### config.mk
export PLATFORM = sky130hd
export DESIGN_NAME = ctrl_regs
export DESIGN_NICKNAME = d
export VERILOG_FILES = /design/src/rtl/radio_ctrl_pkg.sv /design/src/rtl/ctrl_regs.sv
export VERILOG_INCLUDE_DIRS = /design/src /design/src/rtl
export SDC_FILE = /design/constraint.sdc
export NUM_CORES = 1
export LEC_CHECK = 0
export ABC_AREA = 1
export BUFFER_PORTS_ARGS = -buffer_cell sky130_fd_sc_hd__buf_2
export CAP_MARGIN = 40
export CORE_MARGIN = 2
export CORE_UTILIZATION = 50
export DETAILED_ROUTE_END_ITERATION = 8
export HOLD_SLACK_MARGIN = 0.1
export PLACE_DENSITY = 0.9
export SYNTH_ARGS = -nofsm -noshare
export SYNTH_HDL_FRONTEND = slang
export SYNTH_SLANG_ARGS = --single-unit
### constraint.sdc
create_clock -name led_clk -period 3.2 [get_ports led_clk]
set_clock_uncertainty 0.05 [all_clocks]
set_input_delay 0.32 -clock led_clk [delete_from_list [all_inputs] [get_ports led_clk]]
set_output_delay 0.32 -clock led_clk [all_outputs]
set_load 0.01 [all_outputs]
### src/rtl/radio_ctrl_macros.svh
`ifndef RADIO_CTRL_MACROS_SVH
`define RADIO_CTRL_MACROS_SVH

// Host register map
`define RC_REG_ID                7'h00
`define RC_REG_RST_CNTRL         7'h01
`define RC_REG_IRQ_CNTRL_STATUS  7'h02
`define RC_REG_LED_CNTRL         7'h10
`define RC_REG_RED_LED_DUTY      7'h11
`define RC_REG_GREEN_LED_DUTY    7'h12
`define RC_REG_BLUE_LED_DUTY     7'h13
`define RC_REG_ADC_BUF_CNTRL     7'h20
`define RC_REG_ADC_BUF_ADDR      7'h21
`define RC_REG_ADC_BUF_DATA      7'h22

`define RC_ID_VALUE              32'hDADC0001 // Identity word

// Capture buffer depth is 2^12 samples
`define RC_BUF_ADDR_W            12

`define RC_IRQ_COUNT             8

// PWM resolution and channel count
`define RC_LED_W                 12
`define RC_LED_COUNT             3

`endif
### src/rtl/radio_ctrl_pkg.sv
`default_nettype none

`include "radio_ctrl_macros.svh"

package radio_ctrl_pkg;

    // Host bus
    typedef logic [6:0]  reg_addr_t;
    typedef logic [31:0] reg_data_t;

    // ADC path
    typedef logic [15:0] adc_sample_t;
    typedef logic [16:0] adc_word_t; // Overflow flag on top of the code
    typedef logic [`RC_BUF_ADDR_W-1:0] buf_addr_t;

    typedef logic [`RC_IRQ_COUNT-1:0] irq_vec_t;

    // LED driver
    typedef logic [`RC_LED_W-1:0]     led_duty_t;
    typedef logic [`RC_LED_COUNT-1:0] led_vec_t;

    // Capture sequencer
    typedef enum logic
    {
        cap_idle,
        cap_writing
    } capture_state_t;

endpackage

`default_nettype wire

### src/rtl/ctrl_regs.sv
`timescale 1ns/1ps
`default_nettype none

`include "radio_ctrl_macros.svh"

module ctrl_regs
(
    input  wire                         led_clk,
    input  wire                         adc_dpram_rst,
    input  radio_ctrl_pkg::reg_addr_t   reg_addr,
    input  radio_ctrl_pkg::reg_data_t   reg_wr_data,
    input  wire                         reg_wr_en,
    input  wire                         reg_rd_en,
    input  wire                         capturing,
    input  radio_ctrl_pkg::buf_addr_t   buf_wr_addr,
    input  radio_ctrl_pkg::adc_word_t   buf_rd_word,
    input  radio_ctrl_pkg::irq_vec_t    irq_state,
    output radio_ctrl_pkg::reg_data_t   reg_rd_data,
    output logic                        cap_rst,
    output logic                        cap_trig,
    output radio_ctrl_pkg::buf_addr_t   buf_rd_addr,
    output logic                        led_rst,
    output radio_ctrl_pkg::led_vec_t    led_en,
    output radio_ctrl_pkg::led_duty_t   red_duty,
    output radio_ctrl_pkg::led_duty_t   green_duty,
    output radio_ctrl_pkg::led_duty_t   blue_duty,
    output radio_ctrl_pkg::irq_vec_t    irq_mask_smc,
    output radio_ctrl_pkg::irq_vec_t    irq_mask_dsp,
    output radio_ctrl_pkg::irq_vec_t    irq_clear,
    output radio_ctrl_pkg::irq_vec_t    irq_set
);

    logic cap_soft_rst;
    logic led_soft_rst;
    logic buf_rd_inc; // Read address auto-increment

    // Block resets: external reset or host soft reset
    assign cap_rst = adc_dpram_rst | cap_soft_rst;
    assign led_rst = adc_dpram_rst | led_soft_rst;

    always_ff @(posedge led_clk)
    begin
        if (adc_dpram_rst)
        begin
            cap_soft_rst <= 1'b1;
            led_soft_rst <= 1'b1;
            irq_mask_smc <= '0;
            irq_mask_dsp <= '0;
            irq_clear    <= '0;
            irq_set      <= '0;
            led_en       <= '0;
            red_duty     <= '0;
            green_duty   <= '0;
            blue_duty    <= '0;
            cap_trig     <= 1'b0;
            buf_rd_inc   <= 1'b0;
            buf_rd_addr  <= '0;
            reg_rd_data  <= '0;
        end
        else
        begin
            // Drop requests that have already taken effect
            irq_clear <= irq_state & irq_clear;
            irq_set   <= ~irq_state & irq_set;
            cap_trig  <= ~capturing & cap_trig; // Sequencer has started

            if (reg_wr_en)
            begin
                case (reg_addr)
                    `RC_REG_RST_CNTRL:
                    begin
                        cap_soft_rst <= reg_wr_data[0];
                        led_soft_rst <= reg_wr_data[7];
                    end
                    `RC_REG_IRQ_CNTRL_STATUS:
                    begin
                        irq_mask_smc <= reg_wr_data[7:0];
                        irq_mask_dsp <= reg_wr_data[15:8];
                        irq_clear    <= reg_wr_data[23:16];
                        irq_set      <= reg_wr_data[31:24];
                    end
                    `RC_REG_LED_CNTRL:      led_en     <= reg_wr_data[2:0];
                    `RC_REG_RED_LED_DUTY:   red_duty   <= reg_wr_data[11:0];
                    `RC_REG_GREEN_LED_DUTY: green_duty <= reg_wr_data[11:0];
                    `RC_REG_BLUE_LED_DUTY:  blue_duty  <= reg_wr_data[11:0];
                    `RC_REG_ADC_BUF_CNTRL:
                    begin
                        cap_trig   <= reg_wr_data[0];
                        buf_rd_inc <= reg_wr_data[1];
                    end
                    `RC_REG_ADC_BUF_ADDR:   buf_rd_addr <= reg_wr_data[`RC_BUF_ADDR_W-1:0];
                    default:
                    begin
                        // ID and data registers are read only
                    end
                endcase
            end

            if (reg_rd_en)
            begin
                case (reg_addr)
                    `RC_REG_ID:               reg_rd_data <= `RC_ID_VALUE;
                    `RC_REG_RST_CNTRL:        reg_rd_data <= {24'd0, led_soft_rst, 6'd0, cap_soft_rst};
                    `RC_REG_IRQ_CNTRL_STATUS: reg_rd_data <= {8'd0, irq_state, irq_mask_dsp, irq_mask_smc};
                    `RC_REG_LED_CNTRL:        reg_rd_data <= radio_ctrl_pkg::reg_data_t'(led_en);
                    `RC_REG_RED_LED_DUTY:     reg_rd_data <= radio_ctrl_pkg::reg_data_t'(red_duty);
                    `RC_REG_GREEN_LED_DUTY:   reg_rd_data <= radio_ctrl_pkg::reg_data_t'(green_duty);
                    `RC_REG_BLUE_LED_DUTY:    reg_rd_data <= radio_ctrl_pkg::reg_data_t'(blue_duty);
                    `RC_REG_ADC_BUF_CNTRL:    reg_rd_data <= {29'd0, capturing, buf_rd_inc, cap_trig};
                    `RC_REG_ADC_BUF_ADDR:
                    begin
                        reg_rd_data <= {{(16 - `RC_BUF_ADDR_W){1'b0}}, buf_wr_addr,
                                        {(16 - `RC_BUF_ADDR_W){1'b0}}, buf_rd_addr};
                    end
                    `RC_REG_ADC_BUF_DATA:
                    begin
                        reg_rd_data <= radio_ctrl_pkg::reg_data_t'(buf_rd_word);
                        if (buf_rd_inc)
                            buf_rd_addr <= buf_rd_addr + 1'b1; // Next sample
                    end
                    default:                  reg_rd_data <= '0; // Unmapped
                endcase
            end
        end
    end

    // The strobe bus carries one access per cycle
    host_rd_wr_excl: assert property (@(posedge led_clk) disable iff (adc_dpram_rst)
        !(reg_wr_en && reg_rd_en))
        else $error("reg_wr_en and reg_rd_en high together");

endmodule

`default_nettype wire

# After elaboration in Yosys (flattened, before gate mapping)
# Cells that the tools add are included.
[totals] reg_bits=119 latch_bits=0 ramBits=0 romBits=0 in_bits=81 out_inout_bits=118 elab_cells=51 n_memories=0
[classes] n_addsub=1 mul=0 div=0 order_cmp=0 eq_ne=9 shift=0 mux=12 bitwise=7 reduce_logical=8
[ops] op="$pmux 32 s10" n=1
[ops] op="$mux 12" n=5
[ops] op="$mux 8" n=4
[ops] op="$eq 7x5->1 const B" n=4
[ops] op="$eq 7x6->1 const B" n=3
[ops] op="$and 8x8->8" n=2
[ops] op="$reduce_and 2->1" n=7
[ops] op="$add 12x1->12 const B" n=1
[ops] op="$not 8->8" n=1
[ops] op="$eq 7x1->1 const B" n=1
[ops] op="$eq 7x2->1 const B" n=1
[ops] op="$logic_not 7->1" n=1
[ops] op="$mux 1" n=2
[ops] op="$or 1x1->1" n=2
[ops] op="$and 1x1->1" n=1
[ops] op="$not 1->1" n=1

# Depth between registers and ports, before layout
[logic_depth] depth_word=6 ltp_mapped=12 mapped_depth_nobuf=11

# Worst setup path after synthesis
# OpenSTA, ideal clock, no wires.
[synth_path] kind="register to register" startpoint="register buf_rd_addr[0]" endpoint="register buf_rd_addr[10]" setup_time_ps=128 arrival_time_ps=1381 required_time_ps=3022 path_slack_ps=1642 stages_incl_launch_ff=8 path_buffers=0 synth_period_minus_slack_ps=1558 path_cell_list="dfxtp_1 > ha_1 > nand2_1 > nor3_1 > nand2_1 > xor2_1 > o21ai_1 > nor2_1"
[synth_via] elab_chain_len=4
[synth_rtl] item="start: declaration" line_no="ctrl_regs.sv:21" text="output radio_ctrl_pkg::buf_addr_t buf_rd_addr,"
[synth_rtl] item="start signal: assignment" line_no="ctrl_regs.sv:91" text="`RC_REG_ADC_BUF_ADDR: buf_rd_addr <= reg_wr_data[`RC_BUF_ADDR_W-1:0];"
[synth_rtl] item="start signal: assignment" line_no="ctrl_regs.sv:119" text="buf_rd_addr <= buf_rd_addr + 1'b1;"
[synth_rtl] item="$add 12x1->12" line_no="ctrl_regs.sv:119"
[synth_rtl] item="$mux 12" line_no="ctrl_regs.sv:118" text="if (buf_rd_inc)"
[synth_rtl] item="$mux 12" line_no="ctrl_regs.sv:101" text="case (reg_addr)"
[synth_rtl] item="$mux 12" line_no="ctrl_regs.sv:99" text="if (reg_rd_en)"
# Every way passes these cells.
# A chain may end at the register's enable or synchronous reset.

# Final worst setup path
[layout_path] startpoint="input reg_addr[3]" endpoint="register irq_clear[0]"
[layout_via] elab_chain_len=3
[layout_rtl] item="start: declaration" line_no="ctrl_regs.sv:10" text="input radio_ctrl_pkg::reg_addr_t reg_addr,"
[layout_rtl] item="$eq 7x2->1" line_no="ctrl_regs.sv:69" text="case (reg_addr)"
[layout_rtl] item="$mux 8" line_no="ctrl_regs.sv:69"
[layout_rtl] item="$mux 8" line_no="ctrl_regs.sv:67" text="if (reg_wr_en)"
[layout_rtl] item="end signal: assignment" line_no="ctrl_regs.sv:63" text="irq_clear <= irq_state & irq_clear;"
[layout_rtl] item="end signal: assignment" line_no="ctrl_regs.sv:79" text="irq_clear <= reg_wr_data[23:16];"
[layout_rtl] item="end: declaration" line_no="ctrl_regs.sv:29" text="output radio_ctrl_pkg::irq_vec_t irq_clear,"
# Every way passes these cells.

==> results.md <==
* Most frequent cells in the layout: 252 x nand2_1, 197 x buf_2, 116 x dfxtp_1
* Clk slew on worst S/H paths at 60 ps
* GR Overflow Total at 0
* Post-Syn Instances at 811
* Reg2reg setup slack at 1430 ps
* # rows at 38
* Number of DRC markers in iteration 0 at 636
* DR pass1 iterations at 9
* DRC viols at 3
* Fin nets at 1115
* CP arrival at 2430 ps
* Commonest non-fill, non-tap cell in the layout: nand2_1
* CTS Buf Count at 17
* Slew Limit Fails at 0
* MaxCap Viol Count at 0
* Number of synthesized register bits at 116
* Layout Cells excl Fill at 1186
* Routed vias at 6473
* Post-DRT Antenna Nets at 0
* Post-synthesis sequential area ratio at 0.419
* Hold crit path type: in2reg
* Tcrit/Tclk final at 0.652
* Final setup fails at 0
* Hpwl dp at 12600 um
* Max frequency at 479 MHz
* Post-DR vias/cell at 5.46
* Placed cell count at 1107
* Beginning of the worst register-to-register path: buf_rd_addr[1]
* Post-Syn Area at 0.00554 mm^2
* Initial antenna violation count at 1
* Worst slew pin tran at 858 ps
* Crit path kind: in2reg
* Vias in the first global route at 5804
* I/O pins at 199
* Final hold slack at 116 ps
* Worst vdd ir at 0.397 mV
* Die footprint at 0.0119 mm^2
* Total Power at 0.00359 W
* Setup TNS at 0 ps
* CTS max path bufs at 2
* Largest net degree at the start of global routing at 64
* Layout cells sized above 1 at 0.256
* WL/cell at 16.4 um
* RSZ-0062 raised after global routing: false
* H-tree depth at 4
* Critical Path Source Type: input port
* Net count after synthesis at 893
* Layout Area Growth over Synthesis at 36.6%
* Number of synthesis warnings at 0
* First-pass GRT wire length at 29700 um
* PortBufs at 197
* Core Util, Final at 0.698
* Worst r2r path cells at 7
* Filler instances at 842
* Starting density of the core at 0.511
* Outcome: complete, but fails checks
* Core box area at 0.0108 mm^2
* GRT Total Usage at 0.323
* Power density cells at 474 mW/mm^2
* Critical path fanouts, max at 46
* Clk sinks at 116
* Fin. Hold Viols at 0
* Leakage Power at 3.50 nW
* Crit. End Element: flip-flop
* Clock Latency Late Sink at 510 ps
* Chip width at 109 um
* Failing checks: design-rule violations
* Die height at 109 um
* Hold Path Stages at 3
* Hold wc startpoint: reg_wr_data[2]
* CTS tree: yes
* GP Congestion at 0.941
* Critical Path RT at 3550 ps
* Synth Area per Inst at 6.83 um^2
* Root buffer cell: clkbuf_8
* Drt total wl at 19400 um
* Post-synth cell types at 35
* Post-CTS setup buffers at 0
* R2R Path End: buf_rd_addr[10]
* Slew margin rel. at 0.427
* Period minus WS final at 2090 ps
* WHS Endpoint: red_duty[2]
[routing by layer]
metal | wire [um] | share of wire | track usage | vias to the layer above
met4 | 831 | 0.043 | 0.147 | 0
met3 | 2110 | 0.11 | 0.0747 | 81
met1 | 7570 | 0.39 | 0.420 | 2915
met5 | 0 | 0 | 0 | -
li1 | - | - | - | 3069
met2 | 8940 | 0.46 | 0.510 | 408
[registers in the layout (all words and copies together) (netlist names), 3 cells and up]
signal and cells:
red_duty 12, green_duty 12, irq_clear 8, irq_mask_smc 8
reg_rd_data 29, blue_duty 12, irq_mask_dsp 8, irq_set 8
buf_rd_addr 12, led_en 3
[how the worst max path moves through the flow]
stage                   startpoint              end  slack, ps  depth (start not counted)
floorplan           buf_rd_addr[0]  buf_rd_addr[10]       1640                          7
global placement       reg_addr[3]    green_duty[0]       1190                          7
detailed placement     reg_addr[5]     blue_duty[2]       1140                          7
CTS                    reg_addr[3]     irq_clear[2]       1270                          9
global route           reg_addr[4]     irq_clear[0]       1040                          9
finish                 reg_addr[3]     irq_clear[0]       1110                          9
[power breakdown]
group | internal [W] | switching [W] | leakage [nW]
combinational | 0.0000868 | 0.000135 | 2.28
clock | 0.00122 | 0.000688 | 0.286
sequential | 0.00145 | 0.00000402 | 0.934
total | 0.00276 | 0.000827 | 3.50
[critical path, stage by stage]
cell	delay (ps)
buf_2	120
nor2_4	150
nand3_4	150
nor2_4	120
nand2_1	310
buf_12	310
o21ai_0	260
a21oi_1	90
dlygate4sd3_1	580
[per-stage QoR]
stage	instance area [um^2]	setup slack, ps
detailed placement	6500	1140
global route	7570	1040
floorplan	5540	1640
finish	7570	1110
global placement	6500	1190
CTS	7570	1270
[cell families (layout without fill, tap and decap cells)]
kind of cell | count (synthesis) | count (layout) | share of synthesized area
other | 1 | 2 | 0.000677
xor gates and xnor gates | 7 | 7 | 0.0111
adders and majority gates | 1 | 1 | 0.00226
and+or+nand+nor | 401 | 401 | 0.313
DFF | 116 | 116 | 0.419
AOI/OAI and AO/OA | 180 | 180 | 0.168
buffers and inverters | 105 | 339 | 0.0856
[cell usage after synthesis (all sizes together)]
| cell type | instances | area [um^2] |
|---|---|---|
| xnor2 | 2 | 17.5 |
| nand3b | 1 | 20.0 |
| inv | 58 | 218 |
| buf | 24 | 169 |
| nor3 | 7 | 40.0 |
| xor2 | 5 | 43.8 |
| a31oi | 1 | 6.26 |
| or2 | 1 | 6.26 |
| clkbuf | 22 | 82.6 |
| clkinv | 1 | 5.00 |
| nor2 | 75 | 357 |
| nand2 | 257 | 982 |
| o211ai | 6 | 55.1 |
| dfxtp | 116 | 2320 |
| ha | 1 | 12.5 |
| a21oi | 105 | 529 |
| nand4 | 1 | 6.26 |
| o21ai | 68 | 340 |
| nand3 | 59 | 325 |
| conb | 1 | 3.75 |
[layout make-up]
class	instances	area, um^2	area share
multi-input cells	590	2750	0.363
flip-flops and latches	116	2320	0.307
repair buffers	249	1510	0.199
clock buffers	19	442	0.0583
inverters	59	223	0.0294
well taps	140	175	0.0231
clock inverters	12	154	0.0203
diodes	1	2.50	0.000331
[timing repair]
item                      in CTS  in global routing
hold buffers                  47                  0
gates resized for setup        0                  0
hold endpoints to repair      39                  0
No activity file was read; power rests on OpenSTA's default activity.
