### config.mk
export PLATFORM = sky130hd
export DESIGN_NAME = led_pwm
export DESIGN_NICKNAME = d
export VERILOG_FILES = /design/src/rtl/radio_ctrl_pkg.sv /design/src/rtl/led_pwm.sv
export VERILOG_INCLUDE_DIRS = /design/src /design/src/rtl
export SDC_FILE = /design/constraint.sdc
export NUM_CORES = 1
export LEC_CHECK = 0
export ABC_AREA = 1
export BUFFER_PORTS_ARGS = -buffer_cell sky130_fd_sc_hd__buf_4
export CORE_MARGIN = 4
export CORE_UTILIZATION = 40
export DETAILED_ROUTE_END_ITERATION = 8
export PLACE_DENSITY = 0.73
export SYNTH_ARGS = -nofsm -noshare
export SYNTH_HDL_FRONTEND = slang
export SYNTH_SLANG_ARGS = --single-unit
export TNS_END_PERCENT = 1
### constraint.sdc
create_clock -name led_clk -period 1.48 [get_ports led_clk]
set_input_delay 0.296 -clock led_clk [delete_from_list [all_inputs] [get_ports led_clk]]
set_output_delay 0.296 -clock led_clk [all_outputs]
set_load 0.02 [all_outputs]
### src/rtl/radio_ctrl_macros.svh
`ifndef RADIO_CTRL_MACROS_SVH
`define RADIO_CTRL_MACROS_SVH

// Host register map
`define RC_REG_ID                7'h00
`define RC_REG_RST_CNTRL         7'h01
`define RC_REG_IRQ_CNTRL_STATUS  7'h02
`define RC_REG_LED_CNTRL         7'h10
`define RC_REG_RED_LED_DUTY      7'h11
`define RC_REG_GREEN_LED_DUTY    7'h12
`define RC_REG_BLUE_LED_DUTY     7'h13
`define RC_REG_ADC_BUF_CNTRL     7'h20
`define RC_REG_ADC_BUF_ADDR      7'h21
`define RC_REG_ADC_BUF_DATA      7'h22

`define RC_ID_VALUE              32'hDADC0001 // Identity word

// Capture buffer depth is 2^12 samples
`define RC_BUF_ADDR_W            12

`define RC_IRQ_COUNT             8

// PWM resolution and channel count
`define RC_LED_W                 12
`define RC_LED_COUNT             3

`endif
### src/rtl/radio_ctrl_pkg.sv
`default_nettype none

`include "radio_ctrl_macros.svh"

package radio_ctrl_pkg;

    // Host bus
    typedef logic [6:0]  reg_addr_t;
    typedef logic [31:0] reg_data_t;

    // ADC path
    typedef logic [15:0] adc_sample_t;
    typedef logic [16:0] adc_word_t; // Overflow flag on top of the code
    typedef logic [`RC_BUF_ADDR_W-1:0] buf_addr_t;

    typedef logic [`RC_IRQ_COUNT-1:0] irq_vec_t;

    // LED driver
    typedef logic [`RC_LED_W-1:0]     led_duty_t;
    typedef logic [`RC_LED_COUNT-1:0] led_vec_t;

    // Capture sequencer
    typedef enum logic
    {
        cap_idle,
        cap_writing
    } capture_state_t;

endpackage

`default_nettype wire

### src/rtl/led_pwm.sv
`timescale 1ns/1ps
`default_nettype none

`include "radio_ctrl_macros.svh"

module led_pwm
(
    input  wire                       led_clk,
    input  wire                       led_rst,
    input  radio_ctrl_pkg::led_vec_t  led_en,
    input  radio_ctrl_pkg::led_duty_t red_duty,
    input  radio_ctrl_pkg::led_duty_t green_duty,
    input  radio_ctrl_pkg::led_duty_t blue_duty,
    output logic                      red_led,
    output logic                      green_led,
    output logic                      blue_led
);

    radio_ctrl_pkg::led_duty_t led_cnt; // Shared free-running count
    radio_ctrl_pkg::led_duty_t led_duty [`RC_LED_COUNT];
    radio_ctrl_pkg::led_vec_t  led_status;

    assign led_duty[0] = red_duty;
    assign led_duty[1] = green_duty;
    assign led_duty[2] = blue_duty;

    // Outputs are forced off while held in reset
    assign red_led   = led_status[0] & led_en[0] & ~led_rst;
    assign green_led = led_status[1] & led_en[1] & ~led_rst;
    assign blue_led  = led_status[2] & led_en[2] & ~led_rst;

    always_ff @(posedge led_clk)
    begin
        if (led_rst)
            led_cnt <= '0;
        else
            led_cnt <= led_cnt + 1'b1; // Period of 4096
    end

    for (genvar i = 0; i < `RC_LED_COUNT; i++)
    begin : g_channel
        always_ff @(posedge led_clk)
        begin
            if (led_rst)
                led_status[i] <= 1'b0;
            else if (led_duty[i] == '0)
                led_status[i] <= 1'b0; // Zero duty keeps the channel dark
            else if (led_cnt == '0)
                led_status[i] <= 1'b1;
            else if (led_cnt == led_duty[i])
                led_status[i] <= 1'b0;
        end
    end

endmodule

`default_nettype wire

**Word-level counts from Yosys, hierarchy flattened**

Index checks and enable logic that the tools add are counted.

- Register bits after elaboration: 15
- Input port bits: 41
- Output and inout bits: 3
- Logic and storage cells: 31

- Add/sub/neg operators: 1
- Eq/ne operators: 3
- Multiplexer cells: 6
- Bitwise logic cells: 7
- Reduce and logical (&&, ||, !) cells: 10

Operators by type and width:

| kind | number |
|---|---|
| logical NOT 12 bit | 4 |
| == test 12 bit | 3 |
| adder 12 x 1 -> 12 bit (second input constant) | 1 |
| AND 1 bit | 6 |
| 2-to-1 mux 1 bit | 6 |
| nonzero test 2 bit | 3 |
| OR reduction 2 bit | 3 |
| inverter 1 bit | 1 |

**Longest topological paths before layout**

Gate-level depths: netlist of the first run.

- Depth in word-level cells: 3
- Depth in mapped cells: 9
- Mapped depth without buffers: 8

**Least setup slack after synthesis of the first run**

Ideal clock, no wire load.

- Path kind: register to register
- Start: reg led_cnt[0]
- End: reg led_cnt[9]
- Arrival: 1.090 ns
- Data required time: 1.359 ns
- Setup slack: 0.269 ns
- Cell stages (with the launch flop): 7
- Path through: dfxtp_1 -> clkbuf_2 -> inv_2 -> nor2_1 -> nand4_1 -> o21ai_0 -> a21oi_1

- Word-level cells in the longest chain between the ends: 1

Ends and longest elaborated chain:

| what | line | source |
|---|---|---|
| from (decl) | led_pwm.sv:19 | `radio_ctrl_pkg::led_duty_t led_cnt;` |
| from (signal assigned) | led_pwm.sv:37 | `led_cnt <= led_cnt + 1'b1;` |
| adder 12 x 1 -> 12 bit | led_pwm.sv:37 |  |

Every way passes these cells.
A chain may end at the register's enable or synchronous reset.

**Final worst setup path of the first run**

- Start: reg led_cnt[0]
- End: reg led_cnt[10]

Same word-level chain as after synthesis.

==> impl_metrics.env, run 1 <==
export IMPL_cts_resized=0
export IMPL_peakVddDrop_mv=0.5223
export IMPL_syn_area_sq_um=1305
export IMPL_design_portCount=44
export IMPL_slew_headroom_pct=76.56
export IMPL_synth_area_mux_share_pct=0
export IMPL_synthFlopType="dfxtp_1"
export IMPL_critical_path_cell_chain="ha_1 -> nand2_2 -> nor4_4 -> nand2_2 -> o21ai_2 -> nor2_1"
export IMPL_grt_busiest_layer="met2"
export IMPL_initial_utilization_pct=42.40
export IMPL_grt_util_met1_pct=22.00
export IMPL_use_met3_pct=4.274
export IMPL_ff_latch_area_sq_um=305.3
export IMPL_syn_nets=264
export IMPL_worst_slew_pin_slew_ps=348.3
export IMPL_fp_dieW_microns=65.12
export IMPL_rsz0062_at_grt="no"
export IMPL_cts_setup_buffers=0
export IMPL_setup_tns_ps=0
export IMPL_min_path_type="in2reg"
export IMPL_synth_edf_count=0
export IMPL_crit_path_top_delay_cell="nor4_4"
export IMPL_startpoint_type="register"
export IMPL_synth_xor_area_share_pct=14.77
export IMPL_status="completed"
export IMPL_dp_final_hpwl_microns=2856
export IMPL_cp_max_fo=4
export IMPL_crit_top_cell="nand2_2"
export IMPL_placementRows=20
export IMPL_io_buffers=43
export IMPL_avgViaCountPerCell=4.655
export IMPL_hold_violations=0
export IMPL_slew_violations=0
export IMPL_cts_tree="yes"
export IMPL_critical_path_top_delay_family="simple AND/OR/NAND/NOR gates"
export IMPL_wl_per_cell_microns=11.24
export IMPL_area_growth_pct=32.98
export IMPL_grt_start_max_net_pins=11
export IMPL_ys_ff_latch=15
export IMPL_drt_initial_drc_count=40
export IMPL_diodes=0
export IMPL_gr_total_overflow=0
export IMPL_reg2reg_depth=6
export IMPL_synth_compound_area_share_pct=6.424
export IMPL_critPathKind="reg2reg"
export IMPL_setup_viol_count_final=0
export IMPL_cp_depth=6
export IMPL_cts_root_buf="clkbuf_4"
export IMPL_yosys_area_share_simple_pct=42.57
export IMPL_ys_seq_area_share_pct=23.01
export IMPL_routed_wl_microns=3483
export IMPL_min_period_ps=1354
export IMPL_final_antenna_net_count=0
export IMPL_clock_latency_ps=290
export IMPL_cts_made_buffers=3
export IMPL_p_per_area_nw_per_um2=552.3
export IMPL_fin_skew_ps=3.949
export IMPL_dr_pass1_iters=4
export IMPL_netlist_top_cells_area="nand2_1, dfxtp_1, xnor2_1"
export IMPL_clkTransAtPathRegs_ps=90
export IMPL_total_leakage_power_nw=0.8595
export IMPL_syn_inst=221
export IMPL_cp_slowest_stage_delay_ps=380
export IMPL_fin_nets=310
export IMPL_rrSetupSlack_ps=130
export IMPL_yosysWarnings=0
export IMPL_crit_arrival_ps=1550
export IMPL_cts_num_sinks=15
export IMPL_worst_path_buf_inv=0
export IMPL_async_reset_ff_share_pct=0
export IMPL_grt_pass1_vias=1255
export IMPL_finish_utilization_pct=56.38
export IMPL_fin_crit_sh_pct=91.46
export IMPL_drc_errors=0
export IMPL_synth_top_cell_by_area="nand2_1"
export IMPL_dieArea_sq_um=4241
export IMPL_gr_usage_all_layers_pct=16.53
export IMPL_multi_input_area_sq_um=872.1
export IMPL_layout_drive_gt1_share_pct=24.44
export IMPL_grt_antenna_before_repair=0
export IMPL_grt_pass1_wl_microns=5540
export IMPL_critPathCaptureType="register"
export IMPL_clock_path_buffers=2
export IMPL_fillers=315
export IMPL_gp_congestion=0.8754
export IMPL_synthAdderAreaFrac_pct=1.918
export IMPL_crit_required_ps=1670
export IMPL_yosysTopAreaCellShare_pct=23.59
export IMPL_cts_htree_levels=1
export IMPL_hold_buffers=0
export IMPL_dpl_cell_count=306
export IMPL_hold_depth=2
export IMPL_max_freq_mhz=738.8
export IMPL_synth_top_family_by_area="simple AND/OR/NAND/NOR gates"
export IMPL_die_h_microns=65.12
export IMPL_syn_avg_cell_area_sq_um=5.905
export IMPL_synth_distinct_cells=23
export IMPL_drv_cap=0
export IMPL_core_area_sq_um=3078
export IMPL_use_met2_pct=27.97
export IMPL_final_cells=310
export IMPL_vias=1443
## synth_stat cells (2+ instances only)
cell type and count:
nand4_1 3, nor3_1 3, nor2_1 21, buf_2 5
nand2_1 82, ha_1 2, dfxtp_1 15, o21ai_0 4
inv_1 26, nand3_1 7, a21oi_1 9, xnor2_1 21
clkbuf_2 2, inv_2 3, nor4_1 10
## power by group
group	total (mW)	internal, mW	leakage (nW)	switching (mW)
sequential	0.433	0.421	0.124	0.0123
combinational	0.285	0.155	0.721	0.130
clock	0.241	0.105	0.0150	0.136
total	0.959	0.680	0.860	0.278
## worst paths after layout
kind | from | to
worst max-delay path | led_cnt[0]$_SDFF_PP0_ | led_cnt[10]$_SDFF_PP0_
worst min-delay path | led_rst | led_cnt[0]$_SDFF_PP0_
worst max register to register | led_cnt[0]$_SDFF_PP0_ | led_cnt[10]$_SDFF_PP0_
worst min register to register | led_status[1]$_SDFFE_PP0P_ | led_status[1]$_SDFFE_PP0P_
## cell families (layout without fill, tap and decap cells)
family          after synthesis  count (layout)
buf+inv                      37              82
fa+ha+maj                     2               2
compound gates               16              16
simple gates                129             129
xor+xnor                     22              22
flops                        15              15
## through the flow
stage	hold slack (ps)	instance area [sq um]	power (mW)	setup WS [ps]
5_1_grt	241.2	1735	1.033	15.72
4_1_cts	245.4	1715	0.9646	129.8
3_3_place_gp	457.6	1689	0.7231	137.8
6_report	243.7	1735	0.9585	126.4
2_1_floorplan	434.8	1305	0.5842	268.9
3_5_place_dp	455.0	1689	0.7247	138.2
## layer usage
| layer | vias up | wire length, microns | share of wire, % |
|---|---|---|---|
| met5 | - | 0 | 0 |
| met4 | 0 | 12 | 0.34 |
| met3 | 2 | 293 | 8.4 |
| met2 | 41 | 1590 | 46 |
| met1 | 624 | 1587 | 46 |
| li1 | 776 | - | - |
## placed cells by master (no fill, tap or decap), types with 2 or more instances in the layout
cell and instances:
nand2_1 81, buf_4 49, inv_1 26, xnor2_1 21
nor2_1 20, dfxtp_1 11, nor4_1 10, a21oi_1 9
nand3_1 7, o21ai_0 4, dfxtp_2 4, inv_2 3
nor3_1 3, nand4_1 3, clkbuf_4 3, nand2_2 2
ha_1 2
## area by class of cell
class | count | share of cell area [%]
clock buffers | 4 | 1.514
flip-flops and latches | 15 | 17.59
repair buffers | 49 | 21.20
well taps | 44 | 3.172
inverters | 29 | 6.273
multi-input cells | 169 | 50.25
## flip-flops by register name (all words and copies together), names as in the netlist
register	cells
led_status	3
led_cnt	12
Power figures use the tool's default switching activity.
==> run 2, diff against run 1 <==
clock period = 1.5 ns   (was 1.48 ns; I/O delays follow)
==> run 2 against run 1 <==
Compared with the run above:
- routed wire length down 1.4%
- clock power down 3%
- non-clock buffer count down 2
- clock-buffer cell count unchanged
- flip-flop and latch count unchanged
- fmax down 2.8%
- critical path depth unchanged
- die area unchanged
- first-iteration DRC count up 43%
- critical endpoint unchanged
==> impl_metrics.env, run 2 (synthesis results as in run 1) <==
export IMPL_status="completed"
export IMPL_startpoint="led_cnt[1]$_SDFF_PP0_"
export IMPL_wl_per_cell_microns=11.15
export IMPL_fin_skew_ps=0.6846
export IMPL_cts_root_buf="clkbuf_4"
export IMPL_cp_max_fo=5
export IMPL_stdcell_area_sq_um=1704
export IMPL_final_cells=308
export IMPL_gr_total_overflow=0
export IMPL_place_ws_ps=77.72
export IMPL_cts_setup_buffers=0
export IMPL_crit_arrival_ps=1580
export IMPL_clkTransAtPathRegs_ps=90
export IMPL_cts_num_sinks=15
export IMPL_clock_path_buffers=2
export IMPL_critPathCaptureType="register"
export IMPL_setup_tns_ps=0
export IMPL_hold_depth=2
export IMPL_cp_depth=6
export IMPL_io_buffers=43
export IMPL_cts_htree_levels=1
export IMPL_hold_worst_slack_ps=249.6
export IMPL_dpl_cell_count=304
export IMPL_die_h_microns=65.12
export IMPL_grt_start_max_net_pins=11
export IMPL_clock_latency_ps=280
export IMPL_grt_pass1_vias=1250
export IMPL_routed_wl_microns=3435
export IMPL_core_area_sq_um=3078
export IMPL_drc_errors=0
export IMPL_cts_made_buffers=3
export IMPL_rsz0062_at_grt="no"
export IMPL_largest_register_ff_count=12
export IMPL_worst_path_buf_inv=0
export IMPL_layout_commonest_cell="nand2_1"
export IMPL_gp_congestion=0.8322
export IMPL_min_period_ps=1392
export IMPL_slew_violations=0
export IMPL_final_antenna_net_count=0
export IMPL_rrSetupSlack_ps=110
export IMPL_cts_tree="yes"
export IMPL_design_portCount=44
export IMPL_placementRows=20
export IMPL_setup_viol_count_final=0
export IMPL_min_path_type="in2reg"
export IMPL_layout_drive_gt1_share_pct=21.97
export IMPL_critPathCapture="led_cnt[10]$_SDFF_PP0_"
export IMPL_top_regs="led_cnt (12), led_status (3)"
export IMPL_vias=1435
export IMPL_reg2reg_depth=6
export IMPL_dr_pass1_iters=4
export IMPL_crit_required_ps=1690
export IMPL_fin_nets=308
export IMPL_p_per_area_nw_per_um2=549.7
export IMPL_dp_final_hpwl_microns=2847
export IMPL_final_cell_mix="nand2_1, buf_4, inv_1"
export IMPL_gr_usage_all_layers_pct=16.38
export IMPL_p_total_uw=936.7
export IMPL_peakVddDrop_mv=0.5196
export IMPL_finish_utilization_pct=55.37
export IMPL_fin_crit_sh_pct=92.81
export IMPL_postPlaceCellArea_sq_um=1674
export IMPL_dieArea_sq_um=4241
export IMPL_fp_dieW_microns=65.12
export IMPL_initial_utilization_pct=42.40
export IMPL_drt_initial_drc_count=57
export IMPL_r2r_start="led_cnt[1]$_SDFF_PP0_"
export IMPL_setup_ws_ps=107.9
export IMPL_total_leakage_power_nw=0.8287
export IMPL_regMostFlops="led_cnt"
export IMPL_slew_headroom_pct=76.56
export IMPL_grt_pass1_wl_microns=5478
export IMPL_drv_cap=0
export IMPL_critical_path_top_delay_family="simple AND/OR/NAND/NOR gates"
export IMPL_grt_antenna_before_repair=0
export IMPL_hold_violations=0
export IMPL_critical_path_cell_chain="ha_1 -> nand2_1 -> nor4_4 -> nand2_2 -> o21ai_1 -> nor2_1"
export IMPL_area_growth_pct=30.58
export IMPL_reg2reg_to="led_cnt[10]$_SDFF_PP0_"
export IMPL_crit_path_top_delay_cell="dfxtp_1"
export IMPL_avgViaCountPerCell=4.659
export IMPL_startpoint_type="register"
export IMPL_worst_slew_pin_slew_ps=348.5
export IMPL_max_freq_mhz=718.3
export IMPL_diodes=0
export IMPL_critPathKind="reg2reg"
export IMPL_cp_slowest_stage_delay_ps=430
run 2: cell count changes in the layout (fill, tap and decap cells not counted), sizes merged:
cell	before	now
buf	49	47
run 2: area by class of cell:
type / instances / area [sq um]
fillers: 326 / 1374
multi-input cells: 169 / 859.6
repair buffers: 47 / 352.8
flip-flops and latches: 15 / 301.5
inverters: 29 / 108.9
well taps: 44 / 55.05
clock buffers: 4 / 26.28
run 2: metal layers:
metal	track usage, %	vias up	part of all wire [%]	routed length [microns]
li1	-	779	-	-
met1	21.35	615	45	1553
met2	28.48	41	48	1648
met3	3.419	0	6.8	233
met4	2.332	0	0	0
met5	0	-	0	0
run 2: worst register-to-register path, cell delays in order (launching register included):
cell and delay, ps:
dfxtp_1 430, ha_1 200, nand2_1 100, nor4_4 310, nand2_2 80, o21ai_1 130, nor2_1 50
run 2: how the worst min path moves through the flow:
stage / slack (ps) / from / endpoint
floorplan: 430 / led_status[0]$_SDFFE_PP0P_ / led_status[0]$_SDFFE_PP0P_
global placement: 450 / led_status[1]$_SDFFE_PP0P_ / led_status[1]$_SDFFE_PP0P_
detailed placement: 450 / led_status[1]$_SDFFE_PP0P_ / led_status[1]$_SDFFE_PP0P_
CTS: 250 / led_rst / led_cnt[0]$_SDFF_PP0_
global route: 230 / led_rst / led_cnt[1]$_SDFF_PP0_
finish: 250 / led_rst / led_cnt[0]$_SDFF_PP0_
run 2: timing repair:
item / 4_1_cts / 5_1_grt
endpoints found under the setup margin: 0 / 4
gates resized for setup: 0 / 2
hold endpoints to repair: 0 / 0
hold buffers: 0 / 0
run 2: report_power, final:
group / total [mW] / internal [mW] / switching [mW]
registers: 0.430 / 0.414 / 0.0157
logic: 0.273 / 0.150 / 0.123
clock network: 0.234 / 0.103 / 0.131
total: 0.937 / 0.667 / 0.269
==> run 3, diff against run 2 <==
CORE_UTILIZATION = 50   (was 40)
PLACE_DENSITY = 0.86   (was 0.73)
==> run 3 against run 2 <==
Compared with the run above:
- clock skew up 1.8 ps
- non-clock buffer count stayed put
- power is essentially flat
- via count increased by 2.1%
- hold slack improved by 6.8 ps
- register-to-register slack improved by 30 ps
- utilization rose by 13 points
- flip-flop and latch count unchanged
- clock power about the same
- die area is 18% lower
==> impl_metrics.env, run 3 (synthesis results as in run 1) <==
export IMPL_die_h_microns=59.09
export IMPL_cts_setup_buffers=0
export IMPL_fin_nets=308
export IMPL_final_cell_mix="nand2_1, buf_4, inv_1"
export IMPL_gp_congestion=0.7963
export IMPL_clkTransAtPathRegs_ps=90
export IMPL_grt_pass1_vias=1349
export IMPL_io_buffers=43
export IMPL_avgViaCountPerCell=4.983
export IMPL_total_leakage_power_nw=0.8287
export IMPL_max_freq_mhz=736.7
export IMPL_fillers=239
export IMPL_drc_errors=0
export IMPL_layout_drive_gt1_share_pct=21.97
export IMPL_final_cells=294
export IMPL_final_antenna_net_count=0
export IMPL_setup_tns_ps=0
export IMPL_slew_headroom_pct=72.57
export IMPL_regMostFlops="led_cnt"
export IMPL_fin_crit_sh_pct=90.50
export IMPL_min_period_ps=1357
export IMPL_grt_start_max_net_pins=11
export IMPL_p_switching_uw=268.2
export IMPL_finish_utilization_pct=68.08
export IMPL_crit_arrival_ps=1530
export IMPL_drt_initial_drc_count=51
export IMPL_hold_violations=0
export IMPL_cts_root_buf="clkbuf_4"
export IMPL_fp_dieW_microns=59.09
export IMPL_rsz0062_at_grt="no"
export IMPL_cts_htree_levels=1
export IMPL_min_path_type="in2reg"
export IMPL_area_growth_pct=29.24
export IMPL_setup_viol_count_final=0
export IMPL_dr_pass1_iters=4
export IMPL_critPathCaptureType="register"
export IMPL_initial_utilization_pct=52.68
export IMPL_dpl_cell_count=290
export IMPL_clock_latency_ps=280
export IMPL_seqPwrFrac_pct=45.7
export IMPL_power_internal_uw=668.0
export IMPL_clock_path_buffers=2
export IMPL_critPathKind="reg2reg"
export IMPL_layout_commonest_cell="nand2_1"
export IMPL_power_frac_comb_pct=29.7
export IMPL_dp_final_hpwl_microns=2838
export IMPL_cts_num_sinks=15
export IMPL_gr_total_overflow=0
export IMPL_crit_required_ps=1670
export IMPL_startpoint_type="register"
export IMPL_largest_register_ff_count=12
export IMPL_wl_per_cell_microns=11.38
export IMPL_design_portCount=44
export IMPL_diodes=0
export IMPL_hold_buffers=0
export IMPL_worst_slew_pin_slew_ps=407.7
export IMPL_slew_violations=0
export IMPL_grt_pass1_wl_microns=5671
export IMPL_dieArea_sq_um=3492
export IMPL_routed_wl_microns=3347
export IMPL_gr_usage_all_layers_pct=20.86
export IMPL_drv_cap=0
export IMPL_fin_skew_ps=2.501
export IMPL_core_area_sq_um=2477
export IMPL_cts_made_buffers=3
export IMPL_cts_tree="yes"
export IMPL_grt_antenna_before_repair=0
export IMPL_top_regs="led_cnt (12), led_status (3)"
export IMPL_peakVddDrop_mv=0.6422
export IMPL_status="completed"
export IMPL_p_per_area_nw_per_um2=555.0
export IMPL_vias=1465
export IMPL_cp_max_fo=6
export IMPL_placementRows=18
export IMPL_swShare_pct=28.65
export IMPL_clockPowerShare_pct=24.6
[run 3: path summary, 6_finish.rpt]
path,startpoint,to,slack (ps),depth (start not counted)
worst min register to register,led_status[0]$_SDFFE_PP0P_,led_status[0]$_SDFFE_PP0P_,460,2
worst max-delay path,led_cnt[6]$_SDFF_PP0_,led_cnt[9]$_SDFF_PP0_,140,5
worst max register to register,led_cnt[6]$_SDFF_PP0_,led_cnt[9]$_SDFF_PP0_,140,5
worst min-delay path,led_rst,led_cnt[0]$_SDFF_PP0_,260,2
[run 3: area by class of cell]
class / instances / area, sq um / area share (%)
repair buffers: 47 / 352.8 / 20.92
clock buffers: 4 / 26.28 / 1.558
inverters: 29 / 108.9 / 6.454
multi-input cells: 169 / 859.6 / 50.96
well taps: 30 / 37.54 / 2.226
flip-flops and latches: 15 / 301.5 / 17.88
[run 3: stage by stage]
step / hold slack (ps) / power [mW] / cell area [sq um] / setup WS (ps)
floorplan: 434.8 / 0.5765 / 1305 / 288.9
global placement: 450.5 / 0.7067 / 1657 / 194.8
detailed placement: 448.5 / 0.7135 / 1657 / 141.7
CTS: 249.4 / 0.9426 / 1683 / 115.7
global route: 261.0 / 1.011 / 1687 / 15.62
finish: 256.5 / 0.9361 / 1687 / 142.5
[run 3: repair_timing]
item / CTS / global route
resized for setup: 0 / 2
endpoints found under the hold margin: 0 / 0
setup endpoints to repair: 0 / 4
[run 3: critical path, stage by stage, from the launching register on]
cell	delay (ps)
dfxtp_1	500
inv_2	120
nor3_2	250
nand4_1	150
o21ai_0	180
a21oi_1	50
[run 3: power by group through the flow]
stage | combinational (mW) | clock [mW] | sequential, mW
after floorplan | 0.147 | 0 | 0.429
after global placement | 0.270 | 0 | 0.436
after detailed placement | 0.277 | 0 | 0.437
after CTS | 0.278 | 0.237 | 0.428
after global routing | 0.313 | 0.267 | 0.431
final | 0.278 | 0.231 | 0.427
[run 3: per-layer routing]
| layer | up-vias | share of wire (%) | wire length [microns] | global-route usage (%) |
|---|---|---|---|---|
| li1 | 776 | - | - | - |
| met5 | - | 0 | 0 | 0 |
| met1 | 635 | 42 | 1402 | 27.55 |
| met3 | 4 | 8.8 | 293 | 5.011 |
| met2 | 50 | 48 | 1621 | 35.02 |
| met4 | 0 | 0.90 | 30 | 3.236 |
